File: src/verilog/isa_pkg.sv
/*
 * ISA-level widths and the functional-unit result packet.
 * Shared by the next-PC predictor RTL and its testbench.
 */

package isa_pkg;

    ////////////////////////////////////////////////////////////////////////////
    // Machine width
    ////////////////////////////////////////////////////////////////////////////

    // RV32 address and data width
    localparam int XLEN = 32;

    ////////////////////////////////////////////////////////////////////////////
    // Functional-unit result packet
    ////////////////////////////////////////////////////////////////////////////

    // One per functional unit and cycle, no back-pressure
    // is_branch is set for any control transfer, jumps included
    typedef struct packed {
        logic            is_valid;
        logic            is_branch;
        logic [XLEN-1:0] pc;
        logic [XLEN-1:0] target_pc;
    } fu_id_packet_t;

endpackage
File: src/verilog/bpred_pkg.sv
/*
 * Sizes, index widths and entry layouts of the branch predictors.
 * Used by the direction predictor, BTB, RAS and the next-PC top level.
 */

package bpred_pkg;

    import isa_pkg::*;

    ////////////////////////////////////////////////////////////////////////////
    // Branch target buffer
    ////////////////////////////////////////////////////////////////////////////

    // 16 entries, indexed by PC bits just above the byte offset
    localparam int BTB_IDX_LEN = 4;
    localparam int BTB_TAG_LEN = XLEN - BTB_IDX_LEN - 2;

    ////////////////////////////////////////////////////////////////////////////
    // Local direction predictor
    ////////////////////////////////////////////////////////////////////////////

    // 16 local history registers of 4 bits each
    localparam int HIST_IDX_LEN = 4;
    localparam int HIST_LEN     = 4;

    // Pattern index is {history, PC bits}, 256 counters
    localparam int DIRP_PC_LEN  = 4;
    localparam int DIRP_IDX_LEN = HIST_LEN + DIRP_PC_LEN;

    // Two-bit saturating counter
    typedef logic [1:0] ctr_t;

    localparam ctr_t CTR_MIN     = 2'd0;
    localparam ctr_t CTR_WEAK_NT = 2'd1;
    localparam ctr_t CTR_MAX     = 2'd3;

    ////////////////////////////////////////////////////////////////////////////
    // Return address stack
    ////////////////////////////////////////////////////////////////////////////

    localparam int RAS_PTR_LEN = 3;
    localparam int RAS_DEPTH   = 2 ** RAS_PTR_LEN;

    ////////////////////////////////////////////////////////////////////////////
    // Entry and packet layouts
    ////////////////////////////////////////////////////////////////////////////

    typedef struct packed {
        logic                   valid;
        logic [BTB_TAG_LEN-1:0] tag;
        logic [XLEN-1:0]        target;
    } btb_entry_t;

    typedef struct packed {
        logic [HIST_LEN-1:0] hist;
    } hist_entry_t;

    // dirp_idx is the tag handed out with the prediction
    typedef struct packed {
        logic                    valid;
        logic                    taken;
        logic [XLEN-1:0]         pc;
        logic [DIRP_IDX_LEN-1:0] dirp_idx;
    } branch_resolve_t;

endpackage

File: src/verilog/npc_control.sv
/*
 * Next-PC predictor of the fetch stage. Chooses between the RAS top,
 * the BTB target and PC plus 4 in the same cycle as the fetch PC.
 * Direction, target and return predictors are trained at the edge.
 */

`timescale 1ns/10ps

module npc_control
    import isa_pkg::*;
    import bpred_pkg::*;
(
    input  logic                    clock,
    input  logic                    rst_n,
    input  logic                    squash,

    // Fetch PC and predecode flags
    input  logic [XLEN-1:0]         pc,
    input  logic                    is_branch,
    input  logic                    is_jump,
    input  logic                    is_return,

    // Execute-stage resolutions
    input  branch_resolve_t         resolve_0,
    input  branch_resolve_t         resolve_1,

    // BTB fill packets
    input  fu_id_packet_t           fu_id_0,
    input  fu_id_packet_t           fu_id_1,

    output logic [XLEN-1:0]         npc,
    output logic                    branch_predict,
    output logic [DIRP_IDX_LEN-1:0] dirp_tag
);

    logic [XLEN-1:0] pc_plus_4;
    logic [XLEN-1:0] btb_target;
    logic [XLEN-1:0] ras_pc;
    logic            btb_hit;
    logic            ras_valid;
    logic            dirp_taken;

    dirp_local dirp_i (
        .clock     (clock),
        .rst_n     (rst_n),
        .is_branch (is_branch),
        .pc        (pc),
        .resolve_0 (resolve_0),
        .resolve_1 (resolve_1),
        .taken     (dirp_taken),
        .dirp_tag  (dirp_tag)
    );

    btb btb_i (
        .clock   (clock),
        .rst_n   (rst_n),
        .pc      (pc),
        .fu_id_0 (fu_id_0),
        .fu_id_1 (fu_id_1),
        .target  (btb_target),
        .hit     (btb_hit)
    );

    ras ras_i (
        .clock     (clock),
        .rst_n     (rst_n),
        .squash    (squash),
        .is_jump   (is_jump),
        .is_return (is_return),
        .pc        (pc),
        .return_pc (ras_pc),
        .valid     (ras_valid)
    );

    ////////////////////////////////////////////////////////////////////////////
    // Next-PC selection
    ////////////////////////////////////////////////////////////////////////////

    assign pc_plus_4 = pc + XLEN'(4);

    // Taken only with a known target
    assign branch_predict = dirp_taken && btb_hit;

    always_comb begin
        if (is_return && ras_valid) begin
            npc = ras_pc;
        end else if ((is_jump && btb_hit) || branch_predict) begin
            npc = btb_target;
        end else begin
            npc = pc_plus_4;
        end
    end

endmodule

File: src/verilog/ras.sv
/*
 * Circular return address stack. Every jump pushes its fall-through
 * address, a return pops when the stack holds anything. When full, a
 * push overwrites the oldest entry. Squash empties it.
 */

`timescale 1ns/10ps

module ras
    import isa_pkg::*;
    import bpred_pkg::*;
(
    input  logic            clock,
    input  logic            rst_n,
    input  logic            squash,

    input  logic            is_jump,
    input  logic            is_return,
    input  logic [XLEN-1:0] pc,

    output logic [XLEN-1:0] return_pc,
    output logic            valid
);

    logic [XLEN-1:0] stack_q [RAS_DEPTH];

    logic [RAS_PTR_LEN-1:0] top_q;
    logic [RAS_PTR_LEN-1:0] push_idx;
    logic [RAS_PTR_LEN:0]   count_q;

    logic [XLEN-1:0] link_pc;
    logic            push;
    logic            pop;

    assign link_pc = pc + XLEN'(4);

    assign valid     = (count_q != '0);
    assign return_pc = stack_q[top_q];

    assign push = is_jump;
    assign pop  = is_return && valid;

    // Pop then push lands on the current top
    assign push_idx = pop ? top_q : top_q + 1'b1;

    ////////////////////////////////////////////////////////////////////////////
    // Top pointer and occupancy
    ////////////////////////////////////////////////////////////////////////////

    always_ff @(posedge clock) begin
        if (!rst_n) begin
            top_q   <= '0;
            count_q <= '0;
        end else if (squash) begin
            count_q <= '0;
        end else if (push && !pop) begin
            top_q <= top_q + 1'b1;
            // Saturates, the oldest slot is reused
            if (count_q != (RAS_PTR_LEN+1)'(RAS_DEPTH)) begin
                count_q <= count_q + 1'b1;
            end
        end else if (pop && !push) begin
            top_q   <= top_q - 1'b1;
            count_q <= count_q - 1'b1;
        end
    end

    // Return addresses
    always_ff @(posedge clock) begin
        if (push && !squash) begin
            stack_q[push_idx] <= link_pc;
        end
    end

    a_count_bound: assert property (@(posedge clock) disable iff (!rst_n)
        count_q <= RAS_DEPTH);

    // A lone pop lowers occupancy and never wraps below zero
    a_pop_nonempty: assert property (@(posedge clock) disable iff (!rst_n)
        pop && !push && !squash |=> count_q < $past(count_q));

endmodule

File: src/verilog/btb.sv
/*
 * Direct-mapped branch target buffer. Looked up combinationally with
 * the fetch PC, filled at the edge from two FU result packets.
 */

`timescale 1ns/10ps

module btb
    import isa_pkg::*;
    import bpred_pkg::*;
(
    input  logic            clock,
    input  logic            rst_n,

    // Lookup
    input  logic [XLEN-1:0] pc,

    // Fill from the functional units
    input  fu_id_packet_t   fu_id_0,
    input  fu_id_packet_t   fu_id_1,

    output logic [XLEN-1:0] target,
    output logic            hit
);

    btb_entry_t rd_entry;
    btb_entry_t wr_entry_0;
    btb_entry_t wr_entry_1;

    logic [BTB_TAG_LEN-1:0] pc_tag;

    // New valid entry from a resolved control transfer
    function automatic btb_entry_t make_entry(input fu_id_packet_t fu);
        btb_entry_t e;
        e.valid  = 1'b1;
        e.tag    = fu.pc[XLEN-1 -: BTB_TAG_LEN];
        e.target = fu.target_pc;
        return e;
    endfunction

    assign wr_entry_0 = make_entry(fu_id_0);
    assign wr_entry_1 = make_entry(fu_id_1);

    pred_table #(
        .payload_t   (btb_entry_t),
        .IDX_LEN     (BTB_IDX_LEN),
        .RESET_VALUE (btb_entry_t'('0))
    ) btb_table_i (
        .clock     (clock),
        .rst_n     (rst_n),
        .rd_idx    (pc[BTB_IDX_LEN+1:2]),
        .rd_data   (rd_entry),
        .wr_en_0   (fu_id_0.is_valid && fu_id_0.is_branch),
        .wr_idx_0  (fu_id_0.pc[BTB_IDX_LEN+1:2]),
        .wr_data_0 (wr_entry_0),
        .wr_en_1   (fu_id_1.is_valid && fu_id_1.is_branch),
        .wr_idx_1  (fu_id_1.pc[BTB_IDX_LEN+1:2]),
        .wr_data_1 (wr_entry_1)
    );

    // Aliased PCs share an index but not a tag
    assign pc_tag = pc[XLEN-1 -: BTB_TAG_LEN];
    assign hit    = rd_entry.valid && (rd_entry.tag == pc_tag);
    assign target = rd_entry.target;

endmodule

File: src/verilog/dirp_local.sv
/*
 * Local-history direction predictor. A per-branch history table indexes
 * a pattern table of two-bit saturating counters together with PC bits.
 * Histories and counters are only written by execute-stage resolutions.
 */

`timescale 1ns/10ps

module dirp_local
    import isa_pkg::*;
    import bpred_pkg::*;
(
    input  logic                    clock,
    input  logic                    rst_n,

    // Fetch-side prediction
    input  logic                    is_branch,
    input  logic [XLEN-1:0]         pc,

    // Two resolutions per cycle
    input  branch_resolve_t         resolve_0,
    input  branch_resolve_t         resolve_1,

    output logic                    taken,
    output logic [DIRP_IDX_LEN-1:0] dirp_tag
);

    hist_entry_t fetch_hist;
    hist_entry_t hist_wr_0;
    hist_entry_t hist_wr_1;

    ctr_t pht_q [2**DIRP_IDX_LEN];
    ctr_t ctr_next_0;
    ctr_t ctr_next_1;

    // One saturating step toward the outcome
    function automatic ctr_t sat_step(input ctr_t ctr, input logic up);
        ctr_t nxt;
        nxt = ctr;
        if (up && ctr != CTR_MAX) begin
            nxt = ctr + 2'd1;
        end else if (!up && ctr != CTR_MIN) begin
            nxt = ctr - 2'd1;
        end
        return nxt;
    endfunction

    ////////////////////////////////////////////////////////////////////////////
    // Local history table
    ////////////////////////////////////////////////////////////////////////////

    // History at prediction time rides in the upper bits of dirp_idx
    assign hist_wr_0 = '{hist: {resolve_0.dirp_idx[DIRP_IDX_LEN-2 -: HIST_LEN-1],
                                resolve_0.taken}};
    assign hist_wr_1 = '{hist: {resolve_1.dirp_idx[DIRP_IDX_LEN-2 -: HIST_LEN-1],
                                resolve_1.taken}};

    pred_table #(
        .payload_t   (hist_entry_t),
        .IDX_LEN     (HIST_IDX_LEN),
        .RESET_VALUE (hist_entry_t'('0))
    ) hist_table_i (
        .clock     (clock),
        .rst_n     (rst_n),
        .rd_idx    (pc[HIST_IDX_LEN+1:2]),
        .rd_data   (fetch_hist),
        .wr_en_0   (resolve_0.valid),
        .wr_idx_0  (resolve_0.pc[HIST_IDX_LEN+1:2]),
        .wr_data_0 (hist_wr_0),
        .wr_en_1   (resolve_1.valid),
        .wr_idx_1  (resolve_1.pc[HIST_IDX_LEN+1:2]),
        .wr_data_1 (hist_wr_1)
    );

    ////////////////////////////////////////////////////////////////////////////
    // Pattern table
    ////////////////////////////////////////////////////////////////////////////

    assign dirp_tag = {fetch_hist.hist, pc[DIRP_PC_LEN+1:2]};
    assign taken    = is_branch && pht_q[dirp_tag][1];

    assign ctr_next_0 = sat_step(pht_q[resolve_0.dirp_idx], resolve_0.taken);
    assign ctr_next_1 = sat_step(pht_q[resolve_1.dirp_idx], resolve_1.taken);

    always_ff @(posedge clock) begin
        if (!rst_n) begin
            for (int i = 0; i < 2**DIRP_IDX_LEN; i++) begin
                pht_q[i] <= CTR_WEAK_NT;
            end
        end else begin
            if (resolve_0.valid) begin
                pht_q[resolve_0.dirp_idx] <= ctr_next_0;
            end
            // Port 1 overrides on the same counter
            if (resolve_1.valid) begin
                pht_q[resolve_1.dirp_idx] <= ctr_next_1;
            end
        end
    end

    // Counter moves toward the outcome and never wraps around 0..3
    a_pht_step_0: assert property (@(posedge clock) disable iff (!rst_n)
        resolve_0.valid |-> (resolve_0.taken ? ctr_next_0 >= pht_q[resolve_0.dirp_idx]
                                             : ctr_next_0 <= pht_q[resolve_0.dirp_idx]));

    a_pht_step_1: assert property (@(posedge clock) disable iff (!rst_n)
        resolve_1.valid |-> (resolve_1.taken ? ctr_next_1 >= pht_q[resolve_1.dirp_idx]
                                             : ctr_next_1 <= pht_q[resolve_1.dirp_idx]));

endmodule

File: src/verilog/pred_table.sv
/*
 * Direct-mapped register table with one combinational read port and
 * two write ports. The payload type is a parameter, so the same table
 * holds local histories and BTB entries. Port 1 wins on equal index.
 */

`timescale 1ns/10ps

module pred_table #(
    parameter type      payload_t   = logic [31:0],
    parameter int       IDX_LEN     = 4,
    parameter payload_t RESET_VALUE = '0
) (
    input  logic               clock,
    input  logic               rst_n,

    // Read port, same-cycle data
    input  logic [IDX_LEN-1:0] rd_idx,
    output payload_t           rd_data,

    // Write port 0
    input  logic               wr_en_0,
    input  logic [IDX_LEN-1:0] wr_idx_0,
    input  payload_t           wr_data_0,

    // Write port 1
    input  logic               wr_en_1,
    input  logic [IDX_LEN-1:0] wr_idx_1,
    input  payload_t           wr_data_1
);

    payload_t entry_q [2**IDX_LEN];

    // Reads see the state before this edge's writes
    assign rd_data = entry_q[rd_idx];

    always_ff @(posedge clock) begin
        if (!rst_n) begin
            for (int i = 0; i < 2**IDX_LEN; i++) begin
                entry_q[i] <= RESET_VALUE;
            end
        end else begin
            if (wr_en_0) begin
                entry_q[wr_idx_0] <= wr_data_0;
            end
            // Later assignment takes effect on a collision
            if (wr_en_1) begin
                entry_q[wr_idx_1] <= wr_data_1;
            end
        end
    end

    // An unknown index would corrupt an arbitrary entry
    a_wr_idx_known_0: assert property (@(posedge clock) disable iff (!rst_n)
        wr_en_0 |-> !$isunknown(wr_idx_0));

    a_wr_idx_known_1: assert property (@(posedge clock) disable iff (!rst_n)
        wr_en_1 |-> !$isunknown(wr_idx_1));

endmodule

File: config.mk
export PLATFORM = sky130hd
export DESIGN_NAME = npc_control
export DESIGN_NICKNAME = d
export VERILOG_FILES = /design/src/verilog/isa_pkg.sv /design/src/verilog/bpred_pkg.sv /design/src/verilog/npc_control.sv /design/src/verilog/ras.sv /design/src/verilog/btb.sv /design/src/verilog/dirp_local.sv /design/src/verilog/pred_table.sv
export SDC_FILE = /design/constraint.sdc
export NUM_CORES = 2
export LEC_CHECK = 0
export ABC_AREA = 1
export BUFFER_PORTS_ARGS = -buffer_cell sky130_fd_sc_hd__buf_4
export CAP_MARGIN = 20
export CORE_ASPECT_RATIO = 0.6
export CORE_MARGIN = 1.5
export CORE_UTILIZATION = 34
export CTS_CLUSTER_SIZE = 28
export DETAILED_ROUTE_END_ITERATION = 8
export PLACE_DENSITY = 0.49
export SYNTH_ARGS = -nofsm -noshare
export SYNTH_HDL_FRONTEND = slang
export SYNTH_HIERARCHICAL = 1
export SYNTH_SLANG_ARGS = --single-unit
File: constraint.sdc
create_clock -name clock -period 4.06 [get_ports clock]
set_input_delay 0.203 -clock clock [delete_from_list [all_inputs] [get_ports clock]]
set_output_delay 0.203 -clock clock [all_outputs]
set_load 0.005 [all_outputs]
; ---- After elaboration in Yosys (flattened, before gate mapping)
; Memories as Yosys holds them, arrays and structs flattened. A register that Yosys moved wholly into a read port is not among the register bits.
; Cells that the tools add are included.
[word_totals]
ff_bits = 7
ram_bits = 1776
input_bits = 254
out_inout_bits = 41
elab_cells = 102
memories = 4
[op_classes]
add_sub_neg = 9
eq_ne = 5
n_mux = 47
n_bitwise = 2
reduce_logical = 33
[mem_list]
columns = memory, depth, word_bits, rd, rd_clocked_by_memory_dff, wr, line
row1 = btb_i.btb_table_i.entry_q, 16, 59, 1, 0, 16, pred_table.sv:32  ; payload_t entry_q [2**IDX_LEN];
row2 = dirp_i.pht_q, 256, 2, 3, 0, 256, dirp_local.sv:32  ; ctr_t pht_q [2**DIRP_IDX_LEN];
row3 = ras_i.stack_q, 8, 32, 1, 1, 1, ras.sv:25  ; logic [XLEN-1:0] stack_q [RAS_DEPTH];
row4 = dirp_i.hist_table_i.entry_q, 16, 4, 1, 0, 16, pred_table.sv:32
[ops]
columns = operator, count
row1 = 59-bit 2-to-1 mux, 2
row2 = 59-bit OR reduction, 2
row3 = 32-bit 2-to-1 mux, 2
row4 = 4-bit 2-to-1 mux, 9
row5 = "32-bit by 3-bit adder with 32-bit output, second input constant", 1
row6 = 26-bit equality test, 1
row7 = 1-bit 2-to-1 mux, 21
row8 = 8-bit 2-to-1 mux, 2
row9 = 3-bit 2-to-1 mux, 5
row10 = 1-bit logical AND, 14
row11 = 2-bit 2-to-1 mux, 6
row12 = 4-bit OR reduction, 2
row13 = "2-bit != test, second input constant", 3
row14 = 2-bit nonzero test, 3
row15 = 2-bit OR reduction, 3
row16 = 1-bit zero test, 5
row17 = "2-bit by 1-bit adder with 2-bit output, second input constant", 2
row18 = "4-bit by 1-bit adder with 4-bit output, second input constant", 1
row19 = "4-bit != test, second input constant", 1
row20 = 2-bit AND reduction, 2
row21 = 4-bit nonzero test, 1
row22 = "2-bit by 1-bit subtractor with 2-bit output, second input constant", 2
row23 = "4-bit by 1-bit subtractor with 4-bit output, second input constant", 1
row24 = "3-bit by 1-bit adder with 3-bit output, second input constant", 1
row25 = other kinds (3), 4

; ---- Depth between registers and ports, before layout
[depth]
depth_word = 8
depth_mapped = 28
depth_no_buf = 23

; ---- By module
; Netlist, hierarchy kept.
[modules_own_cells]
columns = mod, n_inst, cells_each, area_per_inst_um2, seq_area_each_um2
row1 = pred_table at btb_i.btb_table_i, 1, 5271, 48292.6, 28347.2
row2 = dirp_local, 1, 6831, 42331.8, 15374.7
row3 = ras, 1, 1081, 11601.1, 7887.6
row4 = pred_table at dirp_i.hist_table_i, 1, 439, 3673.5, 1921.8
row5 = npc_control, 1, 357, 1671.6, 0.0
row6 = btb, 1, 133, 534.3, 0.0

; ---- Worst setup path after synthesis
; OpenSTA, ideal clock, no wires.
[synth_timing]
kind = input to register
startpoint = in rst_n
endpoint = mem btb_i/btb_table_i/entry_q[4][0] (netlist name) (enable)
setup_time_ns = 0.807
t_arrival_ns = 2.413
t_required_ns = 3.253
path_slack_ns = 0.840
path_stages = 6
path_buffers = 2
path_cell_list = buf_2 > nand2_1 > inv_1 > nand3_1 > clkbuf_1 > nand3_1
[synth_rtl]
columns = element, line
row1 = from (decl), npc_control.sv:14  ; input logic rst_n,
row2 = to (decl), pred_table.sv:32

; ---- Worst setup path in the final report
[layout_timing]
startpoint = mem dirp_i/hist_table_i/entry_q[6][0] (netlist name)
endpoint = out npc[17]
[layout_between]
elab_chain_len = 7
[layout_lines]
columns = element, line
row1 = from (decl), pred_table.sv:32
row2 = memory 16 x 4 bit, -
row3 = memory 256 x 2 bit, -
row4 = 1-bit logical AND, dirp_local.sv:80  ; assign taken = is_branch && pht_q[dirp_tag][1];
row5 = via dirp_taken, npc_control.sv:41  ; logic dirp_taken;
row6 = 1-bit logical AND, npc_control.sv:82  ; assign branch_predict = dirp_taken && btb_hit;
row7 = 1-bit logical OR, npc_control.sv:87  ; end else if ((is_jump && btb_hit) || branch_predict) begin
row8 = 32-bit 2-to-1 mux, npc_control.sv:87
row9 = 32-bit 2-to-1 mux, npc_control.sv:85  ; if (is_return && ras_valid) begin
row10 = to (decl), npc_control.sv:31  ; output logic [XLEN-1:0] npc,
; The timed path passes the listed nets, and every way through them passes these cells.

==> impl_metrics.csv <==
group,metric,value,unit
timing,tightest_slew,1.215,ns
power,combPwrFrac,19.9,%
layout,design_area,128400,um^2
layout,final_core_util,40.58,%
power,p_clk_share,36.9,%
floorplan,die_x,731.0,um
synthesis,synth_top_cell_area_share,49.33,%
place,io_buffers,234,
timing,rsz0062_at_grt,"yes",
floorplan,start_util,34.16,%
worst_setup_path,arrival,3.99,ns
status,violations,"negative setup slack",
place,place.gp.congestion,0.9875,
synthesis,synthesis.area,108100,um^2
worst_setup_path,worst_setup_path_start_kind,"register",
global_route,grt_usage,32.25,%
route,ant_nets,0,
synthesis,synth_seq_cells,1786,
synthesis,yosysTopAreaCell,"edfxtp_1",
layout,drive_above_1_share,10.31,%
power,power,49660,uW
synthesis,synth-edff-count,1776,
synthesis,ys_seq_area_share,49.52,%
route,num_vias,109125,
power,p_int,34000,uW
global_route,grt_pass1_vias,95637,
synthesis,synth.area.top_cells,"edfxtp_1, nand2_1, nand3_1, o22ai_1, inv_1",
clock_tree,clk_pin_slew_worst_paths,0.07,ns
timing,holdWs,0.04104,ns
timing,hold_violations,0,
worst_setup_path,r2r_setup_slack,0.16,ns
route,dr.pass1.iters,6,
min_path,whs_path_depth,3,
timing,drv_slew,0,
floorplan,dieArea,321500,um^2
worst_setup_path,cp-end-kind,"output port",
clock_tree,clockBufferDepth,4,
power,switching_share,31.55,%
synthesis,synthCells,14112,
layout,syn_to_final_growth,18.80,%
synthesis,synth.avg_cell_area,7.660,um^2
place,place_ws,-0.8497,ns
global_route,grt_pass1_wl,747700,um
timing,setup_viol,29,
floorplan,boundaryPins,295,
worst_setup_path,worstSetupPathType,"register to output port",
worst_setup_path,worstPathMaxFanout,5,
synthesis,yosys_warnings,6,
route,vias_per_cell,5.830,
floorplan,core_area,316500,um^2
layout,fin_nets,14621,
power,power.leakage,0.05413,uW
route,wl_per_cell,28.77,um
timing,finalCritPeriodShare,103.4,%
route,drt-total-wl,538600,um
floorplan,rows,160,
synthesis,synth-main-ff-cell,"edfxtp_1",
clock_tree,insertion_delay,0.92,ns
floorplan,dieHeight,439.8,um
global_route,overflow,0,
power,power_density,386.7,nW/um^2
synthesis,postSynth.asyncResetShare,0,%
place,dpl_cell_area,119600,um^2
status,outcome,"finished with violations",
clock_tree,cts-root-buf,"clkbuf_16",
power,p_sw,15670,uW
timing,fin_crit,4.197,ns
timing,setup_ws,-0.1374,ns
synthesis,synthDistinctLibCells,47,
route,drc,0,
route,drt_iter0_drc,18830,
power,ir_drop,0.0003341,V
timing,finClkSkew,0.08265,ns
clock_tree,cts_sinks,1786,
clock_tree,cts_buffers,198,
place,post-dp-hpwl,344800,um
clock_tree,cts_tree,"done",
power,power_frac_seq,43.2,%
clock_tree,htree_levels,4,
timing,slew_headroom,18.52,%
worst_setup_path,reg2reg_depth,22,
global_route,antenna_found_initial,33,
global_route,grt_max_degree,108,
min_path,hold_path.class,"input pin to register",
worst_setup_path,crit_required,3.86,ns
timing,maxClockFrequency,238.2,MHz
run,drv_cap,0,
layout,fillCellCount,32133,
logic make-up after synthesis:
| kind of cell | synth area share, % |
|---|---|
| DFF | 49.52 |
| other | 0.003469 |
| buffers and inverters | 9.942 |
| xor gates and xnor gates | 0.2431 |
| and+or+nand+nor | 29.23 |
| AOI/OAI and AO/OA | 10.91 |
| adders and majority gates | 0.1505 |
placed cells by master, fill, tap and decap left out, drive strengths merged, types with 5 or more instances in the layout:
master	n
nand3	1744
nand2	4478
a21oi	143
dlygate4sd3	193
nor3	116
xnor2	17
o21ai	666
xor2	13
ha	13
clkinv	99
diode	10
buf	977
dfxtp	10
nor2	1208
nand4	50
o211ai	26
clkbuf	249
inv	1502
o221ai	107
a22oi	5
edfxtp	1776
bufinv	15
nand3b	38
o22ai	1027
clkinvlp	9
registers in the layout, summed over array words and instances (netlist names), named ones only:
| register | flops |
|---|---|
| btb_i/btb_table_i/entry_q | 944 |
| ras_i/count_q | 4 |
| dirp_i/hist_table_i/entry_q | 64 |
| dirp_i/pht_q | 512 |
| ras_i/top_q | 3 |
| ras_i/stack_q | 256 |
worst max-delay path, stage by stage (launching register included):
cell and delay (ns):
edfxtp_1 0.39, inv_1 0.14, nand2_1 0.07, nand3_1 0.08
nand3_2 0.08, nand3_2 0.09, nand2_4 0.08, buf_12 0.16
buf_12 0.15, a21oi_4 0.14, o31ai_4 0.10, nand3_4 0.17
nand3_4 0.09, a21boi_4 0.28, buf_6 0.15, nand2_4 0.07
nand2_8 0.11, buf_12 0.18, buf_12 0.16, a21oi_4 0.06
a21oi_2 0.19, buf_4 0.14
stage by stage:
step	cells	TNS [ns]
floorplan	14113	0
global placement	18151	-31.54
detailed placement	18153	-36.90
CTS	18694	-3.877
global route	18712	-4.370
finish	18719	-2.207
cell type report:
cell class / count / area (um^2) / share of cell area [%]
Inverter: 1524 / 5781 / 4.501
Timing Repair Buffer: 1178 / 12830 / 9.991
Tap cell: 4212 / 5270 / 4.104
Clock buffer: 242 / 5162 / 4.020
Sequential cell: 1786 / 53540 / 41.69
Clock inverter: 101 / 895.9 / 0.6976
Antenna cell: 10 / 25.02 / 0.01948
Multi-Input combinational cell: 9666 / 44920 / 34.98
synth_stat cells, drive strengths merged (17+ instances only):
| master | count |
|---|---|
| buf | 475 |
| inv | 1497 |
| nor2 | 1208 |
| o211ai | 26 |
| nand2 | 4478 |
| edfxtp | 1776 |
| o22ai | 1027 |
| a21oi | 143 |
| nand4 | 50 |
| xnor2 | 17 |
| clkbuf | 661 |
| nand3 | 1744 |
| nor3 | 116 |
| nand3b | 38 |
| o21ai | 666 |
| clkinv | 27 |
| o221ai | 107 |
routing by layer:
metal  track usage [%]  wire length (um)
met1             50.71            237800
met4             8.483             15810
met3             11.36             88510
met5                 0               181
met2             40.41            196300
worst paths after layout:
kind                                                                  start                                     endpoint
worst max-delay path            dirp_i/hist_table_i/entry_q[6][0]$_DFFE_PP_                                      npc[17]
worst min-delay path                                            fu_id_1[56]  btb_i/btb_table_i/entry_q[13][50]$_DFFE_PP_
worst max register to register                dirp_i/pht_q[25][0]$_DFFE_PP_               dirp_i/pht_q[149][0]$_DFFE_PP_
worst min register to register                ras_i/count_q[2]$_SDFFE_PP0P_                ras_i/count_q[2]$_SDFFE_PP0P_
what timing repair did:
action / CTS / global route
setup buffers: 6 / 4
endpoints found under the hold margin: 1089 / 0
pin swaps: 38 / 19
gates cloned: 2 / 8
setup endpoints to repair: 33 / 32
hold buffers: 193 / 0
resized for setup: 73 / 42
power by group through the flow:
| stage | logic (uW) | clock network (uW) | registers, uW |
|---|---|---|---|
| after global placement | 9250 | 0 | 21800 |
| final | 9870 | 18300 | 21500 |
| after CTS | 9430 | 18300 | 21500 |
| after global routing | 10300 | 19000 | 21500 |
| after floorplan | 4500 | 0 | 21700 |
| after detailed placement | 9210 | 0 | 21900 |
No activity file was read; power rests on OpenSTA's default activity.
